**src/hdl/mips_isa_pkg.sv**
```systemverilog
// Instruction-set definitions for the MIPS integer core.
// Stages import this for field widths, opcode and function codes and ALU operations.
package mips_isa_pkg;

    localparam int WORD_W     = 32;
    localparam int REG_ADDR_W = 5;
    localparam int OPCODE_W   = 6;
    localparam int FUNCT_W    = 6;
    localparam int IMM_W      = 16;
    localparam int NUM_REGS   = 32;

    typedef logic [WORD_W-1:0]     word_t;
    typedef logic [REG_ADDR_W-1:0] reg_addr_t;

    // Fetch starts here after reset
    localparam word_t RESET_PC = 32'h0000_0000;

    // Primary opcodes of the supported subset
    typedef enum logic [OPCODE_W-1:0] {
        OP_SPECIAL = 6'h00,
        OP_J       = 6'h02,
        OP_BEQ     = 6'h04,
        OP_BNE     = 6'h05,
        OP_ADDIU   = 6'h09,
        OP_ORI     = 6'h0d,
        OP_LUI     = 6'h0f,
        OP_LW      = 6'h23,
        OP_SW      = 6'h2b
    } opcode_e;

    // Function codes under SPECIAL
    typedef enum logic [FUNCT_W-1:0] {
        FN_ADDU = 6'h21,
        FN_SUBU = 6'h23,
        FN_AND  = 6'h24,
        FN_OR   = 6'h25,
        FN_SLT  = 6'h2a
    } funct_e;

    typedef enum logic [2:0] {
        ALU_ADD,
        ALU_SUB,
        ALU_AND,
        ALU_OR,
        ALU_SLT,
        ALU_LUI
    } alu_op_e;

endpackage

```
**src/hdl/register_file.sv**
```systemverilog
// Thirty-two general registers, written from write-back and read in decode.
// Reads see a same-cycle write; register zero always reads as zero.
module register_file (
    input  logic                    clk,
    input  logic                    reset,
    input  mips_isa_pkg::reg_addr_t rs_addr,
    input  mips_isa_pkg::reg_addr_t rt_addr,
    output mips_isa_pkg::word_t     rs_data,
    output mips_isa_pkg::word_t     rt_data,
    input  logic                    we,
    input  mips_isa_pkg::reg_addr_t waddr,
    input  mips_isa_pkg::word_t     wdata
);
    import mips_isa_pkg::*;

    word_t regs [NUM_REGS];

    assign rs_data = (rs_addr == '0) ? '0 : (we && waddr == rs_addr) ? wdata : regs[rs_addr];
    assign rt_data = (rt_addr == '0) ? '0 : (we && waddr == rt_addr) ? wdata : regs[rt_addr];

    always_ff @(posedge clk) begin
        if (we) begin
            regs[waddr] <= wdata;
        end
    end

    // Write-back drops destination zero before it reaches here
    no_zero_write: assert property (@(posedge clk) disable iff (!reset) we |-> waddr != '0)
        else $error("regfile: write to register zero");

endmodule

```
**config.mk**
```make
export PLATFORM = sky130hd
export DESIGN_NAME = register_file
export DESIGN_NICKNAME = d
export VERILOG_FILES = /design/src/hdl/mips_isa_pkg.sv /design/src/hdl/register_file.sv
export SDC_FILE = /design/constraint.sdc
export NUM_CORES = 1
export LEC_CHECK = 0
export BUFFER_PORTS_ARGS = -buffer_cell sky130_fd_sc_hd__buf_4
export CAP_MARGIN = 10
export CORE_UTILIZATION = 60
export DETAILED_ROUTE_END_ITERATION = 8
export PLACE_DENSITY = 0.73
export SLEW_MARGIN = 15
export SYNTH_ARGS = -nofsm -noshare
export SYNTH_HDL_FRONTEND = slang
export SYNTH_SLANG_ARGS = --single-unit
export TNS_END_PERCENT = 50
```
**constraint.sdc**
```tcl
create_clock -name clk -period 3.7 [get_ports clk]
set_input_delay 0.185 -clock clk [delete_from_list [all_inputs] [get_ports clk]]
set_output_delay 0.185 -clock clk [all_outputs]
set_load 0.02 [all_outputs]
```
Word-level counts from Yosys, hierarchy flattened
Memories as Yosys holds them, arrays and structs flattened.
Cells that the tools add are included.
{"block": "totals", "output_inout_bits": 64, "reg_bits": 0, "mem_count": 1, "input_bits": 50, "ramBits": 1024}
{"block": "op_classes", "muxes": 6, "n_reduce_logical": 4, "n_eq_ne": 2}
{"name": "regs", "depth": 32, "width": 32, "rd": 2, "rd_clocked_by_memory_dff": 0, "write_ports": 1, "line_no": "register_file.sv:16", "source": "word_t regs [NUM_REGS];"}
{"cell": "$mux 32", "n": 4}
{"cell": "$eq 5x5->1", "n": 2}
{"cell": "$logic_not 5->1", "n": 2}
{"cell": "$logic_and 1x1->1", "n": 2}
{"cell": "$mux 1", "n": 2}

Longest topological paths before layout
Gate-level depths: netlist (run 1).
{"block": "depth", "ltp_word": 4, "ltp_mapped": 10, "ltp_nobuf": 5}

Worst setup path before layout (run 1)
No wires, ideal clock.
{"block": "synth_path", "path_kind": "in2reg", "from": "in waddr[0]", "to": "mem regs[28][0] (netlist bit) (enable)", "required_ns": 3.279, "path_slack_ns": 0.924, "arrival_ns": 2.355, "path_stages": 4, "path_buffers": 2, "cell_sequence": "clkbuf_1 or3b_2 clkbuf_1 nor2_1"}
{"item": "start, declared", "line_no": "register_file.sv:11", "source": "input mips_isa_pkg::reg_addr_t waddr,"}
{"item": "end, declared", "line_no": "register_file.sv:16"}
Straight into the memory's write port.

==> results.md, run 1 <==
- Syn Area/Cell: 18.90 µm²
- Pwr/cell area: 470.3 mW/mm²
- Fin. Hold Viols: 0
- Max Buffers Root-to-Sink: 3
- WL/cell: roughly 39 µm
- Synth Flop Type: edfxtp_1
- Synthesized cell area: 0.04752 mm²
- Post-DR vias/cell: 7.738
- Post-synth EDFFs: 1024
- Hold path depth: 3
- Setup crit end kind: output port
- H-Tree Depth: 3
- Starting Density: 0.6104
- Post-DP HPWL: around 83 mm
- Layout cells sized above 1: 0.3090
- Yosys top cell area share: 0.6471
- Unrepaired setup endpoints after global routing: no
- Layout Utilization: 0.6940
- IR drop worst, VDD: 404.6 µV
- Comb pwr share: 0.098
- Area leader, netlist: edfxtp_1
- Port Buffers: roughly 110
- Reg area: ~0.031 mm²
- Syn. warnings: 0
- Critical Path Max Stage Delay: 0.68 ns
- Total overflow reported by the global router: 0
- Async SR Flop Fraction: 0
- Post-synthesis mux area share: 0.2406
- Fillers: 4838
- Net switching power: 5.924 mW
- Slew @ Worst Pin: 0.9839 ns
- CTS root buf: clkbuf_16
- Achievable Freq: 316.3 MHz
- WP depth: 6
- Count leader, synth: edfxtp_1
- CP delay by family, top: compound AO/OA/AOI/OAI gates
- DR pass1 iterations: 5
- Largest net degree at the start of global routing: 74
- Largest family of logic cells by synthesized area: multiplexers
- Hold crit path type: in -> reg
- Site Rows: 102
- GRT Util Overall: 0.3700
- Startpoint types: flop
- Vias post-DR: 29610
- Internal power: 19.49 mW
- # IOs: 114
- Status: finished clean
- Synth unique cells: 50
- Regs by FF count: regs (1024)
- CP max FO: 2
- Drt total wl: 148.0 mm
- Worst Path Required: 3.51 ns
- Post-synthesis adder-cell area fraction: 0
- Slew Viols, Final: 0
- Flop pwr share: 0.510
- Crit path max-delay cell type: a2111oi_0
- CTS clock-pin slew for the worst setup and hold paths: 0.06 ns
- Syn Inst Count: between 2000 and 3000
- Most used cell, CP: a22o_1
- Critical Path AT: 2.98 ns
- Max reg flops: 1024
- Number of buffers created by CTS: roughly 100
- Number of global-route vias before repair: 29530
- Sw Share: 0.2331
- Area grow syn2layout: 13.70%
- Initial DRC count: 4449
- Leakage: between 15 and 20 nW
- Die H: 283.4 µm
- DR DRC count: 0
- Die area: about 0.08 mm²
- CP Cell Sequence: mux4_2 -> a22o_1 -> a2111oi_0 -> a21oi_1 -> a22o_1 -> buf_4
- Layout Nets: 2748
- Compound-Gate Fraction of Synth Area: 0.07431
- Syn nets: 2564
- Post_cts resized: 0
- Minimum clock period: 3.162 ns
- Synth Register Bits: ~1000
- GP Congestion: 0.8541
- Die W: 283.4 µm
- Diodes inserted: 0
- WS Path Type: reg -> out
- Post-route clock period utilization: 0.8546
- XOR/XNOR Fraction of Synth Area: 0.001843
- Final setup vio count: 0
- Seq/Total Area, Yosys: 0.6471
- Max_cap viols: 0
- Critical path buffers and inverters: 1
- Setup TNS Final: 0 ns
- Synth top area cells: edfxtp_1 65%, mux4_2 19%, mux2i_1 5.1%
- Multi-input logic area: 0.01601 mm²
- Slew headroom: 0.3425
- Clock power frac: 0.391
- Hold_ws: approximately 0.30 ns
- Simple-Gate Fraction of Synth Area: 0.01359
- Top reg by flops: regs
- TritonCTS clock tree: yes
- Initial antenna violation count: 0
- # clock sinks: 1024
- Post-synth top cells: 1024 x edfxtp_1, 400 x mux4_2, 242 x mux2i_1
- First-pass GRT wire length: 209.3 mm
- Core area: 0.07785 mm²
- Detail Route Antenna Nets: 0
==> path summary, 6_finish.rpt <==
| kind | end | from |
|---|---|---|
| worst max-delay path | rt_data[15] | regs[8][15]$_DFFE_PP_ |
| worst min-delay path | regs[14][24]$_DFFE_PP_ | waddr[2] |
==> logic make-up after synthesis <==
kind of cell / Yosys count
AO/OA/AOI/OAI: 486
AND/OR/NAND/NOR: 136
XOR/XNOR: 10
buffers and inverters: 216
flip-flops: 1024
multiplexers: 642
==> per-stage QoR <==
| stage | instance area [µm²] | power [mW] | worst slack, ns | std cells |
|---|---|---|---|---|
| after floorplan | 47520 | 14.66 | 0.9235 | 2514 |
| after global placement | 50520 | 15.58 | 0.7534 | 3602 |
| after detailed placement | 50520 | 15.63 | 0.6785 | 3602 |
| after CTS | 54030 | 25.42 | 0.5775 | 3826 |
| after global routing | 54030 | 25.98 | 0.4818 | 3826 |
| final | 54030 | 25.41 | 0.5381 | 3826 |
==> area by class of cell <==
class                           count  area share
Clock buffer                      120     0.05007
Multi-Input combinational cell   1274      0.2963
Tap cell                         1040     0.02409
Clock inverter                     72    0.008893
Sequential cell                  1024      0.5692
Inverter                            3   0.0002084
Timing Repair Buffer              293     0.05123
==> power groups by stage <==
stage	combinational (mW)	clock (mW)	sequential, mW
floorplan	1.47	0	13.2
global placement	2.38	0	13.2
detailed placement	2.42	0	13.2
CTS	2.46	10.0	13.0
global route	2.58	10.4	13.0
finish	2.49	9.95	13.0
==> metal layers <==
metal,routed length (µm),share of wire,global-route usage
met1,50960,0.34,0.4958
met3,19670,0.13,0.09670
met2,69540,0.47,0.5724
met4,7811,0.053,0.1768
met5,0,0,0
==> what timing repair did <==
| action | 4_1_cts | 5_1_grt |
|---|---|---|
| hold endpoints to repair | 1024 | 0 |
| hold buffers | 32 | 0 |
| setup endpoints to repair | 0 | 0 |
| buffers inserted | 0 | 0 |
==> cell usage in the layout, fill, tap and decap left out, types with 21 or more instances in the layout <==
master / netlist / routed
o221ai_1: 32 / 32
nand2_1: 31 / 31
nor2_4: 0 / 36
o22ai_1: 44 / 44
a2111oi_0: 22 / 22
a22oi_1: 102 / 102
nor2_1: 57 / 21
buf_12: 0 / 37
buf_4: 26 / 220
a21oi_1: 120 / 120
dlygate4sd3_1: 0 / 32
clkbuf_16: 0 / 106
o21ai_0: 22 / 22
mux4_2: 400 / 400
clkinv_1: 1 / 38
mux2i_1: 242 / 242
a22o_1: 62 / 62
edfxtp_1: 1024 / 1024
No activity file was read; power rests on OpenSTA's default activity.
==> run 2: changes to the inputs <==
Settings changed: CORE_MARGIN set to 10.
==> results.md, run 2 (synthesis gave the netlist of run 1 again) <==
- Max reg flops: 1024
- GRT Util Overall: 0.3228
- Internal power: 20.52 mW
- GRT met2 Usage: 0.5047
- CTS clock-pin slew for the worst setup and hold paths: 0.06 ns
- Hold crit path type: in -> reg
- Critical Path AT: 3.06 ns
- Cts hold-fix bufs: 32
- Status: finished clean
- Max_cap viols: 0
- Number of buffers created by CTS: 104
- Pwr/cell area: 486.1 mW/mm²
- First-pass GRT wire length: 209.8 mm
- Comb pwr share: 0.095
- Initial antenna violation count: 2
- Area grow syn2layout: 14.86%
- Setup crit end kind: output port
- DR pass1 iterations: 7
- Total overflow reported by the global router: 0
- Starting Density: 0.6034
- Minimum clock period: ~3.2 ns
- Fillers: roughly 4900
- Largest net degree at the start of global routing: 58
- Regs by FF count: regs (1024)
- Design area: 0.05457 mm²
- Net switching power: about 6.0 mW
- Layout Nets: 2759
- GP Congestion: 0.8646
- Initial DRC count: 4563
- Met1 GRT Util: 0.4326
- Fin. Hold Viols: 0
- Worst Path Required: 3.51 ns
- Unrepaired setup endpoints after global routing: no
- Post-DR vias/cell: approximately 7.7
- Slew Viols, Final: 0
- WL/cell: 38.32 µm
- Flop pwr share: 0.489
- Hold path startpoint: waddr[4]
- Top reg by flops: regs
- Final worst slack: roughly 0.46 ns
- Layout cells sized above 1: 0.3168
- H-Tree Depth: 3
- Detail Route Antenna Nets: 0
- Layout Utilization: 0.6931
- Post-CTS setup buffer count: 0
- Sw Share: 0.2265
- CP max FO: 2
- DP Area: 0.05066 mm²
- IR drop worst, VDD: 434.7 µV
- Post-DP HPWL: 85.67 mm
- Slew headroom: 0.3570
- Leading cell type in the layout, fill and taps excluded: edfxtp_1
- Max Buffers Root-to-Sink: 3
- Port Buffers: between 100 and 150
- Crit path from: regs[12][7]$_DFFE_PP_
- Achievable Freq: 308.6 MHz
- Pre-CTS setup slack: 0.7187 ns
- Met3 Use GR: 0.07815
- DR DRC count: 0
- Final setup vio count: 0
- Post_cts resized: 0
- Leakage: 17.90 nW
- Hold_ws: 0.3192 ns
- Die W: around 300 µm
- Core area: 0.07874 mm²
- # clock sinks: 1024
- Post-route clock period utilization: 0.8757
- CTS root buf: clkbuf_16
- TritonCTS clock tree: yes
- Most frequent cells in the layout: 1024 x edfxtp_1, 400 x mux4_2, 242 x mux2i_1, 224 x buf_4, 120 x a21oi_1
- Number of global-route vias before repair: 29830
- Slew @ Worst Pin: 0.9622 ns
- GR peak layer: met2
- Drt total wl: 147.5 mm
- Design Power: 26.53 mW
- Clock power frac: 0.416
- Setup TNS Final: 0 ns
- Die H: 301.4 µm
- Startpoint types: flop
- Final non-filler cell total: about 3800
- # IOs: 114
- WS Path Type: reg -> out
- Vias post-DR: ~30000
- Placed cell count: 3621
- Die area: about 0.091 mm²
- Site Rows: 103
[run 2: cell types whose count changed in the layout (fill, tap and decap cells not counted)]
| cell | previous run | this run |
|---|---|---|
| clkbuf_16 | 106 | 108 |
| clkinv_1 | 38 | 22 |
| clkinv_4 | 1 | 4 |
| diode_2 | 0 | 1 |
| buf_12 | 37 | 42 |
| bufinv_16 | 5 | 18 |
| inv_6 | 3 | 2 |
| clkbuf_1 | 14 | 16 |
| clkinvlp_4 | 6 | 5 |
| buf_4 | 220 | 224 |
| inv_8 | 0 | 1 |
| clkinv_2 | 19 | 18 |
[run 2: critical path: stages (launching register included)]
cell and delay (ns):
edfxtp_1 0.40, mux4_2 0.48, a22o_1 0.24, a2111oi_0 0.61, a21oi_1 0.24, a22o_1 0.26
buf_4 0.16
[run 2: layout make-up]
cell class,instances,area [µm²],share of cell area
diodes,1,2.502,0.00004585
repair buffers,302,2898,0.05310
multi-input cells,1274,16010,0.2934
flip-flops and latches,1024,30750,0.5634
clock buffers,124,2763,0.05062
well taps,1050,1314,0.02407
inverters,3,11.26,0.0002063
clock inverters,70,827.0,0.01515
[run 2: worst paths after layout]
kind                              endpoint  cells past startpoint
worst min-delay path  regs[6][5]$_DFFE_PP_                      3
worst max-delay path            rt_data[7]                      6
[run 2: routing by layer]
layer	routed length, µm	share of wire
met1	50710	0.34
met2	69500	0.47
met3	20160	0.14
met4	7077	0.048
met5	13	0.000088
[run 2: power groups by stage]
stage / logic [mW] / registers (mW) / clock network [mW]
3_3_place_gp: 2.40 / 13.2 / 0
2_1_floorplan: 1.47 / 13.2 / 0
5_1_grt: 2.62 / 13.0 / 11.6
4_1_cts: 2.48 / 13.0 / 11.1
6_report: 2.51 / 13.0 / 11.0
3_5_place_dp: 2.44 / 13.2 / 0
