--- src/hdl/mips_isa_pkg.sv ---
// Instruction-set definitions for the MIPS integer core.
// Stages import this for field widths, opcode and function codes and ALU operations.
package mips_isa_pkg;

    localparam int WORD_W     = 32;
    localparam int REG_ADDR_W = 5;
    localparam int OPCODE_W   = 6;
    localparam int FUNCT_W    = 6;
    localparam int IMM_W      = 16;
    localparam int NUM_REGS   = 32;

    typedef logic [WORD_W-1:0]     word_t;
    typedef logic [REG_ADDR_W-1:0] reg_addr_t;

    // Fetch starts here after reset
    localparam word_t RESET_PC = 32'h0000_0000;

    // Primary opcodes of the supported subset
    typedef enum logic [OPCODE_W-1:0] {
        OP_SPECIAL = 6'h00,
        OP_J       = 6'h02,
        OP_BEQ     = 6'h04,
        OP_BNE     = 6'h05,
        OP_ADDIU   = 6'h09,
        OP_ORI     = 6'h0d,
        OP_LUI     = 6'h0f,
        OP_LW      = 6'h23,
        OP_SW      = 6'h2b
    } opcode_e;

    // Function codes under SPECIAL
    typedef enum logic [FUNCT_W-1:0] {
        FN_ADDU = 6'h21,
        FN_SUBU = 6'h23,
        FN_AND  = 6'h24,
        FN_OR   = 6'h25,
        FN_SLT  = 6'h2a
    } funct_e;

    typedef enum logic [2:0] {
        ALU_ADD,
        ALU_SUB,
        ALU_AND,
        ALU_OR,
        ALU_SLT,
        ALU_LUI
    } alu_op_e;

endpackage

--- src/hdl/mips_pipe_pkg.sv ---
// Pipeline-register layouts, forwarding selects and stage timing types.
// Shared by the stages and the core top level.
package mips_pipe_pkg;
    import mips_isa_pkg::*;

    // Cycles until a value is needed or becomes ready
    typedef logic [1:0] stage_time_t;

    typedef enum logic [1:0] {
        FWD_REG,
        FWD_EX_MEM,
        FWD_MEM_WB
    } fwd_sel_e;

    typedef struct packed {
        word_t       rs_value;
        word_t       rt_value;
        reg_addr_t   rs_addr;
        reg_addr_t   rt_addr;
        word_t       imm;
        word_t       pre_result;   // lui value, known in decode
        alu_op_e     alu_op;
        logic        alu_src_imm;
        logic        mem_read;
        logic        mem_write;
        reg_addr_t   dst;          // zero when nothing is written
        stage_time_t new_time;
    } id_ex_t;

    typedef struct packed {
        word_t       alu_result;
        word_t       store_data;
        reg_addr_t   store_src;
        logic        mem_read;
        logic        mem_write;
        reg_addr_t   dst;
        stage_time_t new_time;
    } ex_mem_t;

    typedef struct packed {
        word_t     value;
        reg_addr_t dst;
    } mem_wb_t;

    // Operand multiplexer shared by every forwarding point
    function automatic word_t fwd_pick(fwd_sel_e sel, word_t reg_value,
                                       word_t mem_value, word_t wb_value);
        case (sel)
            FWD_EX_MEM: return mem_value;
            FWD_MEM_WB: return wb_value;
            default:    return reg_value;
        endcase
    endfunction

endpackage

--- src/hdl/hazard_unit.sv ---
// Stall and forwarding control, comparing use times against producer new times.
// The youngest producer wins, and forwarding only takes values that are ready.
module hazard_unit (
    input  mips_isa_pkg::reg_addr_t     rs_addr,
    input  mips_isa_pkg::reg_addr_t     rt_addr,
    input  logic                        rs_used,
    input  logic                        rt_used,
    input  mips_pipe_pkg::stage_time_t  rs_use_time,
    input  mips_pipe_pkg::stage_time_t  rt_use_time,
    input  mips_isa_pkg::reg_addr_t     id_ex_dst,
    input  mips_isa_pkg::reg_addr_t     ex_mem_dst,
    input  mips_isa_pkg::reg_addr_t     mem_wb_dst,
    input  mips_pipe_pkg::stage_time_t  id_ex_new_time,
    input  mips_pipe_pkg::stage_time_t  ex_mem_new_time,
    input  mips_isa_pkg::reg_addr_t     ex_rs_addr,
    input  mips_isa_pkg::reg_addr_t     ex_rt_addr,
    input  mips_isa_pkg::reg_addr_t     mem_store_src,
    output logic                        stall,
    output mips_pipe_pkg::fwd_sel_e     id_rs_sel,
    output mips_pipe_pkg::fwd_sel_e     id_rt_sel,
    output mips_pipe_pkg::fwd_sel_e     ex_rs_sel,
    output mips_pipe_pkg::fwd_sel_e     ex_rt_sel,
    output mips_pipe_pkg::fwd_sel_e     mem_store_sel
);
    import mips_isa_pkg::*;
    import mips_pipe_pkg::*;

    // Stall when the youngest matching producer is later than the use
    function automatic logic hold(reg_addr_t src, logic used, stage_time_t use_time);
        if (!used || src == '0) return 1'b0;
        if (src == id_ex_dst) return use_time < id_ex_new_time;
        if (src == ex_mem_dst) return use_time < ex_mem_new_time;
        return 1'b0;
    endfunction

    function automatic fwd_sel_e pick(reg_addr_t src, reg_addr_t near_dst,
                                      stage_time_t near_new, reg_addr_t far_dst);
        if (src == '0) return FWD_REG;
        if (src == near_dst) return (near_new == '0) ? FWD_EX_MEM : FWD_REG;
        if (src == far_dst) return FWD_MEM_WB;
        return FWD_REG;
    endfunction

    // A producer still in execute shadows older ones
    function automatic fwd_sel_e decode_pick(reg_addr_t src);
        if (src != '0 && src == id_ex_dst) return FWD_REG;
        return pick(src, ex_mem_dst, ex_mem_new_time, mem_wb_dst);
    endfunction

    always_comb begin
        stall         = hold(rs_addr, rs_used, rs_use_time) || hold(rt_addr, rt_used, rt_use_time);
        id_rs_sel     = decode_pick(rs_addr);
        id_rt_sel     = decode_pick(rt_addr);
        ex_rs_sel     = pick(ex_rs_addr, ex_mem_dst, ex_mem_new_time, mem_wb_dst);
        ex_rt_sel     = pick(ex_rt_addr, ex_mem_dst, ex_mem_new_time, mem_wb_dst);
        // Store data has only write-back left to look at
        mem_store_sel = pick(mem_store_src, '0, '0, mem_wb_dst);
    end

endmodule

--- config.mk ---
export PLATFORM = sky130hd
export DESIGN_NAME = hazard_unit
export DESIGN_NICKNAME = d
export VERILOG_FILES = /design/src/hdl/mips_isa_pkg.sv /design/src/hdl/mips_pipe_pkg.sv /design/src/hdl/hazard_unit.sv
export SDC_FILE = /design/constraint.sdc
export NUM_CORES = 1
export LEC_CHECK = 0
export ABC_CLOCK_PERIOD_IN_PS = 2800
export BUFFER_PORTS_ARGS = -buffer_cell sky130_fd_sc_hd__buf_2
export CORE_MARGIN = 2
export CORE_UTILIZATION = 25
export DETAILED_ROUTE_END_ITERATION = 6
export GPL_TIMING_DRIVEN = 1
export MAX_ROUTING_LAYER = met4
export SYNTH_ARGS = -nofsm -noshare
export SYNTH_HDL_FRONTEND = slang
export SYNTH_SLANG_ARGS = --single-unit
--- constraint.sdc ---
create_clock -name vclk -period 2.8
set_clock_uncertainty 0.2 [all_clocks]
set_input_delay 0.42 -clock vclk [all_inputs]
set_output_delay 0.42 -clock vclk [all_outputs]
set_load 0.05 [all_outputs]
* Word-level counts from Yosys, hierarchy flattened
Index checks and enable logic that the tools add are counted. Widths: inputs -> output; s select.
Storage, ports and cells: bits in registers 0, input bits 50, output and inout port bits 11, word-level logic and storage cells 124
Operators by class: order comparisons 4, equal/unequal tests 11, multiplexer cells 94, reductions and logical operators 15
Operators with widths (number):
- $mux 2 | 34
- $mux 1 | 60
- $eq 5x5->1 | 11
- $logic_not 5->1 | 5
- $reduce_bool 5->1 | 2
- $lt 2x2->1 | 4
- $logic_or 1x1->1 | 3
- $logic_and 1x1->1 | 2
- $logic_not 1->1 | 2
- $logic_not 2->1 | 1

* Depth between registers and ports, before layout
Gate-level depths: netlist (run 1).
depth in word-level cells 13, depth in mapped cells 6, gate-level depth less buffers 6

* Least setup slack after synthesis (run 1)
Ideal clock, no wire load.
kind in2out, start point input ex_mem_dst[3], end point output ex_rt_sel[0], arrival 2341 ps, data required time 2180 ps, setup slack -161 ps, cell stages on the path 3, buffers on the path 0, path through xor2_1 > nor3_1 > nor4bb_1
On the way: longest elaborated chain between the ends 6, elaborated cells between the ends (all ways) 8, those cells by class eq/ne: 1; mux: 7
RTL lines:
- start: declaration | line hazard_unit.sv:11 | input mips_isa_pkg::reg_addr_t ex_mem_dst,
- $eq 5x5->1 * | line hazard_unit.sv:39 | if (src == near_dst) return (near_new == '0) ? FWD_EX_MEM : FWD_REG;
- $mux 2 | line hazard_unit.sv:39
- $mux 2 | line hazard_unit.sv:40 | if (src == far_dst) return FWD_MEM_WB;
- $mux 2 | line hazard_unit.sv:41 | return FWD_REG;
- $mux 2 * | line hazard_unit.sv:40
- $mux 2 * | line hazard_unit.sv:39
- end: declaration | line hazard_unit.sv:22 | output mips_pipe_pkg::fwd_sel_e ex_rt_sel,
Every way passes the cells marked *; elsewhere a longest branch is shown, timed or not. The select of a mux whose other input is x is not followed.

* Worst setup path in the final report (run 1)
start point input ex_rs_addr[1], end point output ex_rs_sel[1]
On the way: longest elaborated chain between the ends 7, elaborated cells between the ends (all ways) 14, those cells by class eq/ne: 2; mux: 11; reduce/logical: 1
RTL lines:
- start: declaration | line hazard_unit.sv:15 | input mips_isa_pkg::reg_addr_t ex_rs_addr,
- $eq 5x5->1 | line hazard_unit.sv:40
- $mux 1 (2 in series) | line hazard_unit.sv:40
- $mux 1 | line hazard_unit.sv:39
- $mux 2 | line hazard_unit.sv:41
- $mux 2 | line hazard_unit.sv:40
- $mux 2 * | line hazard_unit.sv:39
- end: declaration | line hazard_unit.sv:21 | output mips_pipe_pkg::fwd_sel_e ex_rs_sel,
Marks and branches as above.

==> results of run 1 <==
==> power by group <==
part / internal [W] / switching (W) / total [W]
clock network: 0 / 0 / 0
registers: 0 / 0 / 0
logic: 0.0000837 / 0.000103 / 0.000187
total: 0.0000837 / 0.000103 / 0.000187
==> metrics by stage <==
step                cells  total power (W)  worst slack, ns
floorplan             127         0.000113            0.106
global placement      227         0.000188            0.435
detailed placement    227         0.000188            0.442
CTS                   227         0.000189            0.442
global route          227         0.000208            0.318
finish                227         0.000187            0.445
==> critical path, delay by kind of cell <==
| kind | cells | cell delay, ns |
|---|---|---|
| buffers and inverters | 2 | 0.32 |
| and+or+nand+nor | 4 | 0.98 |
==> cell type report <==
class | count | area share, %
repair buffers | 60 | 23.9
inverters | 4 | 1.19
multi-input cells | 117 | 70.4
well taps | 46 | 4.57
==> layout by cell type (no fill, tap or decap) <==
master / n
buf_2: 60
xor2_1: 32
xnor2_1: 22
nor3_1: 10
nor2_1: 8
nand3_1: 6
nand2_1: 5
inv_1: 4
o21ai_0: 4
ha_1: 4
or4_1: 3
nor4_1: 3
a21oi_1: 2
nand3b_1: 2
nand4_1: 2
nor3b_2: 2
a21boi_0: 1
and3_1: 1
nor3_2: 1
nor4_2: 1
nor2b_1: 1
nand4b_1: 1
o32a_2: 1
o211ai_2: 1
a31oi_1: 1
and4_1: 1
nor4bb_2: 1
conb_1: 1
==> worst min path at each step <==
stage,start,end,slack [ns],cells past startpoint
final,ex_mem_new_time[1],ex_rs_sel[0],1.01,3
after global routing,ex_mem_new_time[1],ex_rs_sel[0],1.05,3
after CTS,ex_mem_new_time[1],ex_rs_sel[0],1.02,3
after detailed placement,ex_mem_new_time[1],ex_rs_sel[0],1.02,3
after global placement,ex_mem_new_time[1],ex_rs_sel[0],1.02,3
after floorplan,ex_mem_new_time[1],ex_rs_sel[0],0.74,1
==> routing by layer <==
layer  vias to the layer above  wire (um)  GRT usage [%]
met1                       447       1350           19.2
li1                        545          -              -
met3                         0        172          0.880
met2                        37       1240           22.5
met5                         -          0              -
met4                         0          0              0
==> kinds of logic (layout without fill, tap and decap cells) <==
| family | Yosys count | in the layout | synth area share, % |
|---|---|---|---|
| xor+xnor | 54 | 54 | 52.3 |
| simple gates | 48 | 48 | 29.7 |
| compound gates | 10 | 10 | 7.47 |
| buf+inv | 10 | 64 | 4.56 |
| fa+ha+maj | 4 | 4 | 5.53 |
| other cells | 1 | 1 | 0.415 |
==> impl_metrics.ini, run 1 <==
[outcome]
status = finished, final reports clean

[floorplan]
initial_core_util_pct = 26.5
rows = 21
ios = 61
fp.dieW_um = 64.2
dieHeight_um = 64.2
core_area_um2 = 3420
die_area_um2 = 4120

[route]
wl_um = 2760
ant_nets = 0
drt-initial-drc-count = 14
vias_per_cell = 4.53
drcViolationCount = 0
num_vias = 1029
drtPass1Iterations = 4
wl_per_cell_um = 12.2

[sta]
setup_viol = 0
holdWs_ns = 1.01
hold_viol = 0
timing.final.crit_period_ns = 2.36
slew_violations = 0
setup_tns_ns = 0
period_share_pct = 84.1
max_freq_ghz = 0.425
rsz0062_at_grt = no

[hold_path]
worstHoldPathType = input pin to output port

[placed_design]
routabilityCongestion = 0.818
placed_area_um2 = 1260
io_buffers = 60
place_hpwl_um = 2400

[pwr]
p_per_area_nw_per_um2 = 149
peakVddDrop_mv = 0.0513
p_leak_nw = 0.579

[synthesis]
syn_nets = 181
avgSynthCellArea_um2 = 7.12
synth_common_cells = 32 x xor2_1, 22 x xnor2_1, 10 x nor3_1
synth_cells = 127
synth_area_um2 = 905
synth_cell_types = 28
synth.most_common_cell = xor2_1
ys_seq_area_share_pct = 0
yosys.area.top_type = xor2_1
yosys-top-cells-area = xor2_1 31%, xnor2_1 21%, ha_1 5.5%
synth_top_cell_area_share_pct = 31.0
ys.warnings.count = 0

[cts]
cts.repair.resized = 0
post_cts_buffers = 0
postCtsHoldBufs = 0

[finish]
antenna_cells_inserted = 0
final_nets = 237
nClkBuffers = 0
area.sequential_um2 = 0
multi_input_area_um2 = 886
fin_area_um2 = 1260
nFillCells = 405
design.seq.count = 0
drive_above_1_share_pct = 37.0
fin_util_pct = 36.8
areaGrowthSynthToFinish_pct = 39.1

[global_route]
grt.total_usage_pct = 13.5
overflow = 0
grt_max_degree = 7
grt_antenna_before_repair = 0
grt_pass1_vias = 988
grt_pass1_wl_um = 4450

[setup_path]
critPathRequiredTime_ns = 2.18
path_max_fanout = 3
path_class = input pin to output port
critPathMostFrequentCell = buf_2
slowest_stage = or4_1
end_kind = output port
start_kind = input pin
path_cells = buf_2, or4_1, nor2_1, nor4_1, and4_1, buf_2
cp-endpoint = ex_rs_sel[1]
critPathLaunch = ex_rs_addr[1]
slowest_delay_ns = 0.51
arrival_ns = 1.74

[run]
drv_cap = 0
(Power assumes the default switching activity.)
==> run 2, diff against run 1 <==
Settings changed: ABC_CLOCK_PERIOD_IN_PS 2800 to 2250.
Clock period 2.8 ns to 2.25 ns, I/O delays scaled along.
==> run 2 against run 1 <==
Clock-buffer cell count stayed put. Sequential share of layout area stayed put. Via count rose by 2.2%. Combinational power grew 28%. Cell count up 1.8%. Power rose by 28%. Global-route usage fell by 0.15 points. Hold slack worse by 0.16 ns. Setup slack worse by 0.34 ns. Utilization increased by 1.5 points. Non-clock buffer count up 4. Critical endpoint unchanged.
==> impl_metrics.ini, run 2 (synthesized netlist as in run 1, its figures left out) <==
[outcome]
status = finished, final reports clean

[pwr]
p_leak_nw = 0.602
peakVddDrop_mv = 0.0747
p_per_area_nw_per_um2 = 183
power_w = 0.000240

[finish]
nClkBuffers = 0
final_common_cell = buf_2
antenna_cells_inserted = 0
areaGrowthSynthToFinish_pct = 44.7
final_nets = 241
area.sequential_um2 = 0
fin_area_um2 = 1310
drive_above_1_share_pct = 40.0
design.seq.count = 0
most-common-layout-cells = 59 x buf_2, 32 x xor2_1, 22 x xnor2_1, 9 x nor3_1, 7 x nor2_1

[sta]
setup_viol = 0
max_freq_ghz = 0.466
hold_viol = 0
slew_violations = 0
timing.final.crit_period_ns = 2.15
period_share_pct = 95.5
rsz0062_at_grt = no

[setup_path]
slowest_stage = or4_1
slowest_delay_ns = 0.51
end_kind = output port
start_kind = input pin
arrival_ns = 1.61
path_class = input pin to output port
crit_family = simple AND/OR/NAND/NOR gates
path_max_fanout = 3
critPathLaunch = ex_rs_addr[1]
path_cells = buf_2, or4_1, nor2_1, nor4_1, and4_1, buf_2
critPathMostFrequentCell = buf_2
critPathRequiredTime_ns = 1.71
crit_buf_inv = 2

[placed_design]
io_buffers = 60
routabilityCongestion = 0.775
place_hpwl_um = 2410
placed_area_um2 = 1300

[route]
drcViolationCount = 0
wl_per_cell_um = 11.8
ant_nets = 0
wl_um = 2730
drtPass1Iterations = 4
vias_per_cell = 4.55
num_vias = 1052
drt-initial-drc-count = 26

[run]
drv_cap = 0

[floorplan]
dieHeight_um = 64.2
rows = 21
fp.dieW_um = 64.2
ios = 61
die_area_um2 = 4120
initial_core_util_pct = 26.5
core_area_um2 = 3420

[global_route]
grt_pass1_vias = 957
grt_antenna_before_repair = 0
grt_max_degree = 7
overflow = 0
grt.total_usage_pct = 13.4
grt_pass1_wl_um = 4390

[hold_path]
worstHoldPathType = input pin to output port
hold_start = ex_mem_new_time[0]

[cts]
postCtsHoldBufs = 0
run 2: cell types whose count changed in the layout (fill, tap and decap cells not counted), sizes merged:
cell | before | now
buf | 60 | 64
run 2: layout make-up:
class	instances	area [um2]
Fill cell	382	2110
Inverter	4	15.0
Multi-Input combinational cell	117	900
Tap cell	46	57.6
Timing Repair Buffer	64	337
run 2: metrics by stage:
step	setup TNS [ns]	util (%)	hold slack [ns]	setup slack [ns]	cells
2_1_floorplan	-0.0767	-	0.576	-0.0767	127
3_3_place_gp	0	38.1	0.868	0.0836	231
3_5_place_dp	0	38.1	0.858	0.0678	231
4_1_cts	0	38.1	0.859	0.0664	231
5_1_grt	0	38.3	0.879	0.000645	231
6_report	0	38.3	0.853	0.102	231
run 2: layer usage:
layer,vias up,share of wire (%),GRT usage [%]
met2,44,44,22.0
li1,552,-,-
met5,-,0,-
met1,452,47,18.6
met4,0,1.2,1.60
met3,4,7.3,0.704
run 2: report_power, final:
part           leakage [nW]  switching (W)  total, W  internal, W
sequential                0              0         0            0
combinational         0.602       0.000131  0.000240     0.000108
clock                     0              0         0            0
total                 0.602       0.000131  0.000240     0.000108
run 2: what timing repair did:
action,CTS,global route
endpoints found under the hold margin,0,0
endpoints found under the setup margin,0,1
buffers inserted,0,0
gates resized for setup,0,4
run 2: path summary, 6_finish.rpt:
kind,end,slack [ns],cells after the start
worst min-delay path,ex_rs_sel[0],0.85,3
worst max-delay path,ex_rs_sel[1],0.10,6
==> run 3, diff against run 2 <==
Settings changed: CORE_UTILIZATION 25 to 45, PLACE_DENSITY set to 0.86, SLEW_MARGIN set to 20.
==> run 3 against run 2 <==
Clock-buffer cell count is the same. Non-clock buffer count shrank 2. Hold slack is essentially flat. Design area shrank 2.1%. Utilization grew 28 points. Routed wire length grew 1.6%. Combinational power grew 2%. First-iteration DRC count shrank 35%. Critical path depth grew 1. Die area shrank 42%. Global-route usage grew 10 points. Critical path type unchanged.
==> impl_metrics.ini, run 3 (synthesized netlist as in run 1, its figures left out) <==
[finish]
final_common_cell = buf_2
antenna_cells_inserted = 0
multi_input_area_um2 = 910
nClkBuffers = 0
drive_above_1_share_pct = 40.4
areaGrowthSynthToFinish_pct = 41.6
nFillCells = 179
fin_area_um2 = 1280
most-common-layout-cells = 57 x buf_2, 32 x xor2_1, 22 x xnor2_1, 7 x nor2_1, 7 x nor3_1
area.sequential_um2 = 0
final_nets = 239
design.seq.count = 0

[floorplan]
rows = 16
die_area_um2 = 2380
ios = 61
core_area_um2 = 1920
dieHeight_um = 48.8
fp.dieW_um = 48.8
initial_core_util_pct = 47.1

[placed_design]
io_buffers = 60
place_hpwl_um = 2410
placed_area_um2 = 1260
routabilityCongestion = 0.841
dp_slack_ns = -0.00761

[outcome]
status = finished, final reports clean

[sta]
timing.final.crit_period_ns = 2.21
hold_viol = 0
slew_violations = 0
period_share_pct = 98.2
max_freq_ghz = 0.452
rsz0062_at_grt = no
holdWs_ns = 0.853
setup_viol = 0
postLayoutSetupSlackWorst_ns = 0.0396

[global_route]
grt.total_usage_pct = 23.5
grt_pass1_vias = 1090
overflow = 0
grt_max_degree = 7
grt_pass1_wl_um = 4510
grt_antenna_before_repair = 0

[setup_path]
path_class = input pin to output port
start_kind = input pin
critPathRequiredTime_ns = 1.71
arrival_ns = 1.67
end_kind = output port
path_max_fanout = 4

[pwr]
power_w = 0.000244
intPower_w = 0.000107
p_switching_w = 0.000136
p_leak_nw = 0.591
p_per_area_nw_per_um2 = 190
peakVddDrop_mv = 0.106
p_clk_share_pct = 0
swShare_pct = 56.0
comb_power_share_pct = 100.0
p_seq_share_pct = 0

[route]
num_vias = 1097
wl_per_cell_um = 13.2
drt-initial-drc-count = 17
drcViolationCount = 0
vias_per_cell = 5.22
drtPass1Iterations = 4
ant_nets = 0
wl_um = 2770

[run]
drv_cap = 0

[cts]
cts.repair.resized = 1
post_cts_buffers = 0
postCtsHoldBufs = 0

[hold_path]
hold_depth = 3
worstHoldPathType = input pin to output port
==> run 3: changes by cell type in the layout (fill, tap and decap cells not counted), sizes merged <==
cell / change
buf: -4
clkbuf: +2
==> run 3: final timing paths <==
| check | start | end | slack (ns) |
|---|---|---|---|
| hold / removal | ex_mem_new_time[1] | ex_rs_sel[0] | 0.85 |
| setup / recovery | rs_addr[1] | stall | 0.04 |
==> run 3: cell type report <==
cell class / count / share of cell area [%]
Inverter: 4 / 1.17
Timing Repair Buffer: 62 / 25.2
Tap cell: 27 / 2.64
Multi-Input combinational cell: 117 / 71.0
==> run 3: power by group through the flow <==
stage | sequential (W) | combinational [W] | clock [W]
CTS | 0 | 0.000240 | 0
detailed placement | 0 | 0.000239 | 0
finish | 0 | 0.000244 | 0
global route | 0 | 0.000266 | 0
floorplan | 0 | 0.000142 | 0
global placement | 0 | 0.000230 | 0
==> run 3: metrics by stage <==
step                cells  utilization (%)  setup TNS (ns)
detailed placement    210             65.6        -0.00761
floorplan             127                -         -0.0767
global placement      210             65.6               0
CTS                   210             65.8               0
global route          210             66.7               0
finish                210             66.7               0
==> run 3: routing by layer <==
layer	vias to the layer above	routed length, um	global-route usage [%]
li1	547	-	-
met1	506	1110	24.3
met2	40	1490	48.2
met3	4	140	1.84
met4	0	36	3.33
met5	-	0	-
==> run 3: worst max-delay path, cell delays in order <==
cell	delay, ns
buf_2	0.14
or4_1	0.52
nor2_1	0.15
a21oi_1	0.08
nand2_1	0.14
o211ai_2	0.10
buf_4	0.19
