$ cat src/hdl/mips_isa_pkg.sv
// Instruction-set definitions for the MIPS integer core.
// Stages import this for field widths, opcode and function codes and ALU operations.
package mips_isa_pkg;

    localparam int WORD_W     = 32;
    localparam int REG_ADDR_W = 5;
    localparam int OPCODE_W   = 6;
    localparam int FUNCT_W    = 6;
    localparam int IMM_W      = 16;
    localparam int NUM_REGS   = 32;

    typedef logic [WORD_W-1:0]     word_t;
    typedef logic [REG_ADDR_W-1:0] reg_addr_t;

    // Fetch starts here after reset
    localparam word_t RESET_PC = 32'h0000_0000;

    // Primary opcodes of the supported subset
    typedef enum logic [OPCODE_W-1:0] {
        OP_SPECIAL = 6'h00,
        OP_J       = 6'h02,
        OP_BEQ     = 6'h04,
        OP_BNE     = 6'h05,
        OP_ADDIU   = 6'h09,
        OP_ORI     = 6'h0d,
        OP_LUI     = 6'h0f,
        OP_LW      = 6'h23,
        OP_SW      = 6'h2b
    } opcode_e;

    // Function codes under SPECIAL
    typedef enum logic [FUNCT_W-1:0] {
        FN_ADDU = 6'h21,
        FN_SUBU = 6'h23,
        FN_AND  = 6'h24,
        FN_OR   = 6'h25,
        FN_SLT  = 6'h2a
    } funct_e;

    typedef enum logic [2:0] {
        ALU_ADD,
        ALU_SUB,
        ALU_AND,
        ALU_OR,
        ALU_SLT,
        ALU_LUI
    } alu_op_e;

endpackage

$ cat src/hdl/fetch_stage.sv
// Program counter of the core; the PC doubles as the instruction-memory address.
// Holds on stall and takes the decode-stage branch target when a branch is taken.
module fetch_stage (
    input  logic                clk,
    input  logic                reset,
    input  logic                stall,
    input  logic                branch_taken,
    input  mips_isa_pkg::word_t branch_target,
    output mips_isa_pkg::word_t pc,
    output mips_isa_pkg::word_t pc_plus4
);
    import mips_isa_pkg::*;

    assign pc_plus4 = pc + 32'd4;

    // The delay slot is already being fetched when the branch resolves
    always_ff @(posedge clk) begin
        if (!reset) begin
            pc <= RESET_PC;
        end else if (!stall) begin
            pc <= branch_taken ? branch_target : pc_plus4;
        end
    end

endmodule

$ cat config.mk
export PLATFORM = sky130hd
export DESIGN_NAME = fetch_stage
export DESIGN_NICKNAME = d
export VERILOG_FILES = /design/src/hdl/mips_isa_pkg.sv /design/src/hdl/fetch_stage.sv
export SDC_FILE = /design/constraint.sdc
export NUM_CORES = 1
export LEC_CHECK = 0
export ABC_AREA = 1
export BUFFER_PORTS_ARGS = -buffer_cell sky130_fd_sc_hd__buf_2
export CAP_MARGIN = 20
export CORE_MARGIN = 2
export CORE_UTILIZATION = 45
export CTS_BUF_LIST = sky130_fd_sc_hd__clkbuf_2
export CTS_CLUSTER_DIAMETER = 40
export CTS_CLUSTER_SIZE = 14
export DETAILED_ROUTE_END_ITERATION = 6
export GPL_ROUTABILITY_DRIVEN = 0
export PLACE_DENSITY = 0.78
export SYNTH_ARGS = -nofsm -noshare
export SYNTH_HDL_FRONTEND = slang
export SYNTH_SLANG_ARGS = --single-unit
$ cat constraint.sdc
create_clock -name clk -period 1.95 [get_ports clk]
set_clock_uncertainty 0.05 [all_clocks]
set_input_delay 0.39 -clock clk [delete_from_list [all_inputs] [get_ports clk]]
set_output_delay 0.39 -clock clk [all_outputs]
set_load 0.01 [all_outputs]
; ---- Yosys cells after proc, flatten, opt, wreduce, memory -nomap -nowiden
; Index checks and enable logic that the tools add are counted.
[totals]
reg_bits = 32
inputBits = 36
output_inout_bits = 64
wordCells = 3
[op_classes]
n_addsub = 1
mux = 1
[op_table]
columns = op, count
row1 = 32-bit by 3-bit adder with 32-bit output (second input constant), 1
row2 = 32-bit 2-to-1 mux, 1

; ---- Depth between registers and ports, before layout
; Gate-level depths: netlist of the first run.
[logic_depth]
depth_word = 2
ltp_mapped = 10
ltp_nobuf = 10

; ---- Least setup slack after synthesis of the first run
; No wires, ideal clock.
[synth_path]
path_type = register to output
from = reg pc[3]
to = out pc_plus4[16]
arrival_time_ns = 1.315
t_required_ns = 1.510
path_slack_ns = 0.195
stages_incl_launch_ff = 7
path_buffers = 0
path_cell_list = dfxtp_1 -> ha_1 -> nand2_2 -> nor2_4 -> nand2_1 -> nor2_4 -> xor2_2
[synth_between]
elab_chain_cells = 1
[synth_rtl]
columns = item, line
row1 = "start, declared", fetch_stage.sv:9  ; output mips_isa_pkg::word_t pc,
row2 = "start signal, assigned", fetch_stage.sv:21  ; pc <= branch_taken ? branch_target : pc_plus4;
row3 = 32-bit by 3-bit adder with 32-bit output, fetch_stage.sv:14  ; assign pc_plus4 = pc + 32'd4;
row4 = "end, declared", fetch_stage.sv:10  ; output mips_isa_pkg::word_t pc_plus4
; Every way passes these cells.

; ---- Final worst setup path of the first run
[layout_path]
from = reg pc[2]
to = out pc_plus4[23]
; Same word-level chain as after synthesis.

==> results of run 1 <==
## worst reg2reg max path, delay by kind of cell, from the launching register on
family                     cells  cell delay, ps
and+or+nand+nor                4             370
adders and majority gates      1             160
xor gates and xnor gates       1             180
buffers and inverters          2             300
AOI/OAI and AO/OA              1             120
DFF                            1             400
## logic make-up (layout without fill, tap and decap cells)
family / count (synthesis) / in the layout / share of synthesized area
adders and majority gates: 1 / 1 / 0.00545
AOI/OAI and AO/OA: 56 / 56 / 0.143
DFF: 32 / 32 / 0.279
xor gates and xnor gates: 15 / 15 / 0.0802
and+or+nand+nor: 198 / 198 / 0.384
buffers and inverters: 62 / 177 / 0.108
## layout make-up
| class | count | area (um2) | share of cell area |
|---|---|---|---|
| Multi-Input combinational cell | 270 | 1500 | 0.472 |
| Sequential cell | 32 | 692 | 0.218 |
| Timing Repair Buffer | 121 | 677 | 0.214 |
| Inverter | 48 | 180 | 0.0569 |
| Tap cell | 67 | 83.8 | 0.0265 |
| Clock buffer | 7 | 35.0 | 0.0111 |
| Clock inverter | 1 | 3.75 | 0.00118 |
## placed cells by master (no fill, tap or decap), types with 3 or more instances in the layout
cell,netlist,routed
nand2_1,124,120
buf_2,5,97
inv_1,46,46
nor2_1,36,34
a21oi_1,23,23
buf_4,2,21
o21ai_0,16,16
dfxtp_1,32,13
nand3_1,13,12
xor2_2,7,11
dfxtp_4,0,11
nand2_2,7,10
nor2_4,10,10
a22o_1,8,8
dfxtp_2,0,8
clkbuf_2,1,7
nor2_2,4,6
a31oi_1,5,5
nand2_4,2,3
xnor2_2,0,3
buf_6,0,3
## metal layers
| layer | share of wire | global-route usage | vias to the layer above |
|---|---|---|---|
| li1 | - | - | 1349 |
| met1 | 0.42 | 0.302 | 1207 |
| met2 | 0.50 | 0.443 | 117 |
| met3 | 0.076 | 0.0397 | 10 |
| met4 | 0.013 | 0.0780 | 0 |
| met5 | 0 | 0 | - |
## power groups by stage
stage          Combinational [mW]  Sequential (mW)  Clock [mW]
2_1_floorplan               0.164            0.758           0
6_report                    0.348            0.735       0.336
3_3_place_gp                0.316            0.745           0
3_5_place_dp                0.320            0.747           0
5_1_grt                     0.387            0.741       0.364
4_1_cts                     0.331            0.738       0.344
## worst max path at each step
stage,cells past startpoint,slack (ps),endpoint,startpoint
detailed placement,9,80,pc_plus4[24],pc[2]$_SDFFE_PN0N_
global placement,9,130,pc_plus4[24],pc[2]$_SDFFE_PN0N_
finish,8,-250,pc_plus4[23],pc[2]$_SDFFE_PN0N_
global route,8,-360,pc_plus4[31],pc[18]$_SDFFE_PN0N_
CTS,9,-280,pc_plus4[20],pc[2]$_SDFFE_PN0N_
floorplan,6,200,pc_plus4[16],pc[3]$_SDFFE_PN0N_
## timing repair
item	in CTS	in global routing
resized for setup	20	29
hold buffers	0	0
setup buffers	8	6
pin swaps	19	18
endpoints found under the setup margin	26	27
## through the flow
step / setup WS, ps / utilization
3_3_place_gp: 132 / 0.596
5_1_grt: -362 / 0.658
4_1_cts: -277 / 0.628
2_1_floorplan: 195 / -
6_report: -249 / 0.658
3_5_place_dp: 78.2 / 0.596
==> results.cfg, run 1 <==
[min_path]
hold_end = pc[0]$_SDFFE_PN0P_
holdPathStages = 3
worstHoldStart = reset
worstHoldPathType = input port to register

[detailed_routing]
drtAntennaViolNets = 0
drt_iter0_markers = 190
vias = 2683
drt-vias-per-instance = 4.91
wire_per_inst_um = 12.9
drc = 0
routed_wl_mm = 7.05
drt-pass1-iter-count = 4

[placement]
dp_hpwl_mm = 5.04
dp.cells = 524
io_buffers = 99
placed_area_um2 = 2870

[worst_setup_path]
r2r_cells = 9
critical_path.slowest_cell = dfxtp_4
cp_max_fo = 5
r2r_start = pc[3]$_SDFFE_PN0N_
crit_required_ps = 1510
crit_chain = inv_1, nor2_4, nand2_2, nor2_4, nand2_1, nand2_1, nand2_1, buf_2
cp_common_cell = nand2_1
cp.arrival_ps = 1760
r2r-end = pc[10]$_SDFFE_PN0N_
reg2reg_slack_ps = 280
path_class = register to output port
end_kind = output port
critical-path-top-delay-family = simple AND/OR/NAND/NOR gates
cpPeakStageDelay_ps = 400
path_buf_inv = 2
worst_setup_path_start_kind = register

[clock_tree]
clk_path_buf_depth = 2
cts.clk_slew.worst_paths_ps = 160
cts.sinks = 32
clkLatencyLatePin_ps = 370
clock-root-buffer = clkbuf_2
htree_levels = 2
numCtsBuffers = 5
cts_tree = yes

[grt]
grt-ovfl-total = 0
grt_usage = 0.247
grt_max_degree = 31
antenna_found_initial = 0
first_global_vias = 2492
grt_pass1_wl_mm = 10.8

[yosys]
syn-cell-area_um2 = 2290
synth_cell_types = 26
yosys.area.top_type_share = 0.279
yosys-top-cells-area = dfxtp_1, nand2_1, inv_1
synth.most_common_cell = nand2_1
synth_edf_count = 0
ys_seq_elements = 32
yosys_warnings = 0
synthCells = 364
synth_area_leader_cell = dfxtp_1
synthArstFlopShare = 0
synth.yosys.seq_area_share = 0.279
synth-main-ff-cell = dfxtp_1
syn_avg_cell_area_um2 = 6.30
yosys-top-cells-count = nand2_1, inv_1, nor2_1, dfxtp_1, a21oi_1
syn-num-nets = 401

[pwr]
pwr-share-clk = 0.237
p_int_mw = 0.938
p_switching_mw = 0.481
leakagePower_nw = 1.53
pwr-share-seq = 0.518
power_mw = 1.42
pwr-share-comb = 0.245
sw_frac_of_total = 0.339
irDropWorstVdd_mv = 0.256
p_per_area_nw_per_um2 = 448

[floorplanning]
die_h_um = 75.4
coreArea_um2 = 4820
initial_core_util = 0.476
fp.dieArea_um2 = 5690
rows = 25
die-width_um = 75.4
pin_count = 100

[cells_and_area]
fin_nets = 515
reg_top3 = pc x32
largest_reg_flops = 32
diodes = 0
stdcell_area_um2 = 3170
layoutNonFillerInstCount = 546
fillCellCount = 459
area_growth_pct = 38.1
drive_gt1_frac = 0.407
largest_register = pc

[outcome]
outcome = finished, violations left
violations = negative setup slack

[sta]
hold_viol = 0
tightest_slew_ps = 559
hold_slack_ps = 218
rsz0062_at_grt = yes
post-route-min-period_ps = 2200
setup_viol = 27
finalCritPeriodShare = 1.13
worst_slack_ps = -249
tns_ps = -4750
fmax_ghz = 0.455
slew_viol_final = 0
slew_headroom = 0.627

[flow_run]
max_cap_viol_count = 0
(Power assumes the default switching activity.)
==> run 2, diff against run 1 <==
ABC_AREA = not set   (was 1)
BUFFER_PORTS_ARGS = not set   (was -buffer_cell sky130_fd_sc_hd__buf_2)
DONT_BUFFER_PORTS = 1   (was not set)
PLACE_DENSITY = 0.62   (was 0.78)
==> results.cfg, run 2 <==
[worst_setup_path]
cp.arrival_ps = 1870
end_kind = output port
worst_setup_path_start_kind = register
path_class = register to output port
crit_required_ps = 1510
cp_max_fo = 4

[flow_run]
max_cap_viol_count = 0

[clock_tree]
clock-root-buffer = clkbuf_2
cts_tree = yes
numCtsBuffers = 5
clk_path_buf_depth = 2
htree_levels = 2
cts.sinks = 32
clkLatencyLatePin_ps = 380
cts.clk_slew.worst_paths_ps = 170

[detailed_routing]
drt_iter0_markers = 179
wire_per_inst_um = 17.8
vias = 2719
drtAntennaViolNets = 0
drt-vias-per-instance = 5.91
drc = 0
routed_wl_mm = 8.18
drt-pass1-iter-count = 5

[yosys]
synth_edf_count = 0
synth-main-ff-cell = dfxtp_1
ys_seq_elements = 32
syn-num-nets = 350
syn-cell-area_um2 = 2420
synth-xor-area-share = 0.101
synthArstFlopShare = 0
synthAdderAreaFrac = 0.00517
yosys.area.top_type_share = 0.265
yosys-top-cells-area = dfxtp_1, xor2_1, xnor2_1
muxShareOfSynthArea = 0.0372
synth_area_leader_cell = dfxtp_1
synthCells = 313
synth-compound-area-share = 0.211
synth.yosys.seq_area_share = 0.265
synthSimpleGateAreaFrac = 0.323
synth_top_family_by_area = simple AND/OR/NAND/NOR gates
syn_avg_cell_area_um2 = 7.73
synth.most_common_cell = dfxtp_1
synth_cell_types = 48
yosys-top-cells-count = dfxtp_1, nand2_1, nor2_1, a21oi_1, o21ai_0
yosys_warnings = 0

[sta]
worst_slack_ps = -358
setup_viol = 24
hold_viol = 0
slew_viol_final = 0
tightest_slew_ps = 509
slew_headroom = 0.659
fmax_ghz = 0.433
tns_ps = -5410
finalCritPeriodShare = 1.18
rsz0062_at_grt = yes
post-route-min-period_ps = 2310

[grt]
antenna_found_initial = 0
grt_pass1_wl_mm = 12.9
grt_usage = 0.271
first_global_vias = 2561
grt-ovfl-total = 0
grt_max_degree = 68

[cells_and_area]
largest_reg_flops = 32
largest_register = pc
ff_latch_area_um2 = 671
reg_top3 = pc x32
diodes = 0
layout_commonest_cell = buf_4
mostFrequentLayoutCells = buf_4, nand2_1, nor2_1, a21oi_1, o21ai_0
drive_gt1_frac = 0.482
fin_nets = 426
multi_input_area_um2 = 2140
area_growth_pct = 55.0
fillCellCount = 389

[floorplanning]
die_h_um = 77.3
pin_count = 100
coreArea_um2 = 5140
die-width_um = 77.3
fp.dieArea_um2 = 5980
initial_core_util = 0.471
rows = 26

[pwr]
p_switching_mw = 0.471
sw_frac_of_total = 0.330
pwr-share-clk = 0.235
p_per_area_nw_per_um2 = 381
leakagePower_nw = 1.69
p_int_mw = 0.957
pwr-share-seq = 0.507
irDropWorstVdd_mv = 0.411
pwr-share-comb = 0.258

[min_path]
worstHoldPathType = input port to register

[placement]
dp_hpwl_mm = 5.38
dp_slack_ps = -16.2
io_buffers = 0

[outcome]
outcome = finished, violations left
violations = negative setup slack
-- run 2: cell types whose count changed after synthesis, moves of 7 or more --
cell	delta
and3_1	+7
inv_1	-41
mux2i_1	+9
nand2_1	-94
nor2_1	-10
nor2_4	-10
nor2b_1	+7
nor3_1	+9
xnor2_1	+10
xor2_1	+10
xor2_2	-7
-- run 2: final cells by class --
class                   instances  share of cell area
flip-flops and latches         32               0.179
inverters                       6             0.00600
clock buffers                   7             0.00934
multi-input cells             250               0.571
clock inverters                 1             0.00100
well taps                      70              0.0233
repair buffers                 94               0.210
-- run 2: power by group through the flow --
stage	logic (mW)	registers, mW	clock network [mW]
6_report	0.368	0.724	0.336
5_1_grt	0.399	0.730	0.371
4_1_cts	0.349	0.722	0.338
3_5_place_dp	0.308	0.733	0
3_3_place_gp	0.304	0.731	0
2_1_floorplan	0.198	0.767	0
-- run 2: metal layers --
layer	part of all wire	vias to the layer above	GRT usage
li1	-	1283	-
met1	0.41	1299	0.357
met2	0.49	120	0.433
met3	0.077	17	0.0616
met4	0.021	0	0.104
met5	0	-	0
-- run 2: final timing paths --
kind / slack (ps) / depth (start not counted) / end / startpoint
max: -360 / 7 / pc_plus4[16] / pc[10]$_SDFFE_PN0N_
min reg2reg: 570 / 3 / pc[17]$_SDFFE_PN0N_ / pc[17]$_SDFFE_PN0N_
max reg2reg: 70 / 7 / pc[24]$_SDFFE_PN0N_ / pc[6]$_SDFFE_PN0N_
min: 50 / 1 / pc[15]$_SDFFE_PN0N_ / reset
-- run 2: kinds of logic after synthesis --
group                      Yosys count
AOI/OAI and AO/OA                   80
xor gates and xnor gates            28
adders and majority gates            1
buffers and inverters               31
DFF                                 32
muxes                                9
and+or+nand+nor                    132
-- run 2: critical path, cell delays in order, from the launching register on --
cell and delay (ps):
dfxtp_2 360, and4_4 270, buf_6 130, nand4_1 160
buf_4 190, buf_6 110, xnor2_2 110, buf_4 140
-- run 2: per-stage QoR --
stage	cell area, um2	power (mW)	std cells	util	hold WS, ps
floorplan	2520	0.965	313	-	469
global placement	2990	1.03	425	0.581	444
detailed placement	2990	1.04	425	0.581	441
CTS	3590	1.41	456	0.699	9.15
global route	3750	1.50	460	0.730	14.7
finish	3750	1.43	460	0.730	52.8
-- run 2: timing repair --
action / CTS / global route
pin swaps: 41 / 28
setup buffers: 25 / 7
resized for setup: 79 / 27
endpoints found under the setup margin: 26 / 28
hold buffers: 0 / 1
gates cloned: 0 / 0
hold endpoints to repair: 0 / 1
==> run 3, diff against run 2 <==
CELL_PAD_IN_SITES_DETAIL_PLACEMENT = 1   (was not set)
CELL_PAD_IN_SITES_GLOBAL_PLACEMENT = 1   (was not set)
PLACE_DENSITY = 0.82   (was 0.62)
==> results.cfg, run 3 <==
[clock_tree]
cts_hold_buf = 0
post_cts_resized = 102
clk_path_buf_depth = 2
htree_levels = 2
clock-root-buffer = clkbuf_2
cts.sinks = 32
cts_setup_buffers = 35
numCtsBuffers = 5

[yosys]
yosys.area.top_type_share = 0.265
syn-cell-area_um2 = 2420
synth_edf_count = 0
synthAdderAreaFrac = 0.00517
synthCells = 313
syn-num-nets = 350
synth-compound-area-share = 0.211
synth.most_common_cell = dfxtp_1
synth_cell_types = 48
yosys-top-cells-count = dfxtp_1, nand2_1, nor2_1, a21oi_1, o21ai_0
synth_top_family_by_area = simple AND/OR/NAND/NOR gates
synth-xor-area-share = 0.101
yosys-top-cells-area = dfxtp_1, xor2_1, xnor2_1
syn_avg_cell_area_um2 = 7.73
synth_area_leader_cell = dfxtp_1
yosys_warnings = 0
synthSimpleGateAreaFrac = 0.323
ys_seq_elements = 32
synthArstFlopShare = 0
synth-main-ff-cell = dfxtp_1
muxShareOfSynthArea = 0.0372
synth.yosys.seq_area_share = 0.265

[floorplanning]
rows = 26
initial_core_util = 0.471
die-width_um = 77.3
die_h_um = 77.3
pin_count = 100

[placement]
io_buffers = 0
dp_hpwl_mm = 6.48
dp.cells = 424
placed_area_um2 = 2980

[outcome]
haltStage = clock tree synthesis
error_line = [ERROR DPL-0033] detailed placement checks failed during check placement.
outcome = aborted with a tool error
==> run 3: per-stage QoR <==
step	worst slack, ps	util	setup TNS (ps)
after floorplan	-32.1	-	-49.0
after global placement	8.39	0.579	0
after detailed placement	-86.0	0.579	-204
==> run 3: cells by family after synthesis <==
kind of cell    count (synthesis)
flops                          32
compound gates                 80
xor+xnor                       28
mux                             9
fa+ha+maj                       1
simple gates                  132
buf+inv                        31
==> run 4, diff against run 3 <==
CELL_PAD_IN_SITES_DETAIL_PLACEMENT = not set   (was 1)
CELL_PAD_IN_SITES_GLOBAL_PLACEMENT = not set   (was 1)
CORE_UTILIZATION = 30   (was 45)
CTS_BUF_LIST = not set   (was sky130_fd_sc_hd__clkbuf_2)
CTS_CLUSTER_DIAMETER = not set   (was 40)
CTS_CLUSTER_SIZE = not set   (was 14)
PLACE_DENSITY = not set   (was 0.82)
PLACE_DENSITY_LB_ADDON = 0.15   (was not set)
==> results.cfg, run 4 (same netlist as run 2, synthesis figures left out) <==
[outcome]
outcome = finished, violations left
violations = negative setup slack

[pwr]
pwr-share-clk = 0.330
power_mw = 1.62
pwr-share-comb = 0.222
p_int_mw = 1.14
p_per_area_nw_per_um2 = 409
sw_frac_of_total = 0.293
irDropWorstVdd_mv = 0.171
pwr-share-seq = 0.448
p_switching_mw = 0.476
leakagePower_nw = 1.75

[cells_and_area]
layout_commonest_cell = buf_4
fin_nets = 441
fillCellCount = 715
largest_register = pc
diodes = 0
largest_reg_flops = 32
reg_top3 = pc x32
stdcell_area_um2 = 3960
drive_gt1_frac = 0.484
mostFrequentLayoutCells = buf_4, nand2_1, nor2_1, a21oi_1, buf_6
area_growth_pct = 63.5

[clock_tree]
cts.sinks = 32
cts_hold_buf = 0
cts_tree = yes
cts.clk_slew.worst_paths_ps = 70
clk_path_buf_depth = 2
numCtsBuffers = 5
clkLatencyLatePin_ps = 280
clock-root-buffer = clkbuf_8
htree_levels = 2

[floorplanning]
fp.dieArea_um2 = 8800
die_h_um = 93.8
coreArea_um2 = 7770
die-width_um = 93.8
initial_core_util = 0.312
rows = 32
pin_count = 100

[min_path]
worstHoldPathType = input port to register
holdPathStages = 1
worstHoldStart = reset
hold_end = pc[15]$_SDFFE_PN0N_

[detailed_routing]
routed_wl_mm = 8.70
drt_iter0_markers = 98
vias = 2689
drt-pass1-iter-count = 4
drtAntennaViolNets = 0
drt-vias-per-instance = 5.30
drc = 0
wire_per_inst_um = 17.2

[grt]
grt_max_degree = 68
grt_usage = 0.196
antenna_found_initial = 0
first_global_vias = 2633
grt-ovfl-total = 0
grt_pass1_wl_mm = 13.6

[worst_setup_path]
r2r-end = pc[26]$_SDFFE_PN0N_
critical-path-top-delay-family = simple AND/OR/NAND/NOR gates
cp_common_cell = buf_6
reg2reg_slack_ps = -30
path_class = register to output port
cpPeakStageDelay_ps = 340
path_buf_inv = 3
cp.arrival_ps = 1760
r2r_start = pc[12]$_SDFFE_PN0N_
critical_path.slowest_cell = dfxtp_2
crit_required_ps = 1510
worst_setup_path_start_kind = register
crit_chain = and4_1, buf_6, buf_4, buf_6, nand3_4, nor4_4, xor2_2
end_kind = output port
cp_max_fo = 4
r2r_cells = 11

[flow_run]
max_cap_viol_count = 0

[sta]
rsz0062_at_grt = yes
tightest_slew_ps = 459
worst_slack_ps = -247
setup_viol = 22
fmax_ghz = 0.455
finalCritPeriodShare = 1.13
hold_viol = 0
slew_viol_final = 0
slew_headroom = 0.693
hold_slack_ps = 174
post-route-min-period_ps = 2200

[placement]
placed_area_um2 = 3060
dp_hpwl_mm = 5.93
io_buffers = 0
dp_slack_ps = -30.9
[run 4: power by group through the flow]
stage | Combinational (mW) | Sequential, mW | Clock (mW)
after global routing | 0.393 | 0.732 | 0.581
after global placement | 0.313 | 0.734 | 0
after floorplan | 0.198 | 0.767 | 0
after detailed placement | 0.312 | 0.735 | 0
final | 0.359 | 0.726 | 0.536
after CTS | 0.344 | 0.724 | 0.558
[run 4: worst max path at each step]
stage / to / slack, ps / depth (start not counted) / from
finish: pc_plus4[30] / -250 / 7 / pc[12]$_SDFFE_PN0N_
global route: pc_plus4[22] / -330 / 6 / pc[2]$_SDFFE_PN0N_
CTS: pc_plus4[22] / -260 / 6 / pc[10]$_SDFFE_PN0N_
detailed placement: pc_plus4[24] / -30 / 6 / pc[2]$_SDFFE_PN0N_
global placement: pc_plus4[24] / -4 / 6 / pc[2]$_SDFFE_PN0N_
floorplan: pc_plus4[14] / -30 / 5 / pc[2]$_SDFFE_PN0N_
[run 4: cell type report]
cell class	instances	area (um2)	area share
multi-input cells	250	2140	0.542
repair buffers	109	910	0.230
flip-flops and latches	32	664	0.168
well taps	102	128	0.0322
clock buffers	8	90.1	0.0228
inverters	6	22.5	0.00569
[run 4: what timing repair did]
| action | CTS | global route |
|---|---|---|
| setup buffers | 24 | 18 |
| pin swaps | 43 | 36 |
| gates resized for setup | 74 | 32 |
| endpoints found under the hold margin | 0 | 0 |
| endpoints found under the setup margin | 25 | 28 |
[run 4: metrics by stage]
| step | util | setup TNS, ps | std cells |
|---|---|---|---|
| after CTS | 0.472 | -3750 | 492 |
| after global routing | 0.510 | -5610 | 507 |
| final | 0.510 | -3610 | 507 |
| after floorplan | - | -49.0 | 313 |
| after global placement | 0.394 | -3.85 | 462 |
| after detailed placement | 0.394 | -41.5 | 462 |
[run 4: layer usage]
metal | up-vias | global-route usage | wire (um)
met5 | - | 0 | 0
met2 | 82 | 0.329 | 4220
met4 | 0 | 0.0568 | 112
met1 | 1281 | 0.255 | 3840
li1 | 1317 | - | -
met3 | 9 | 0.0377 | 534
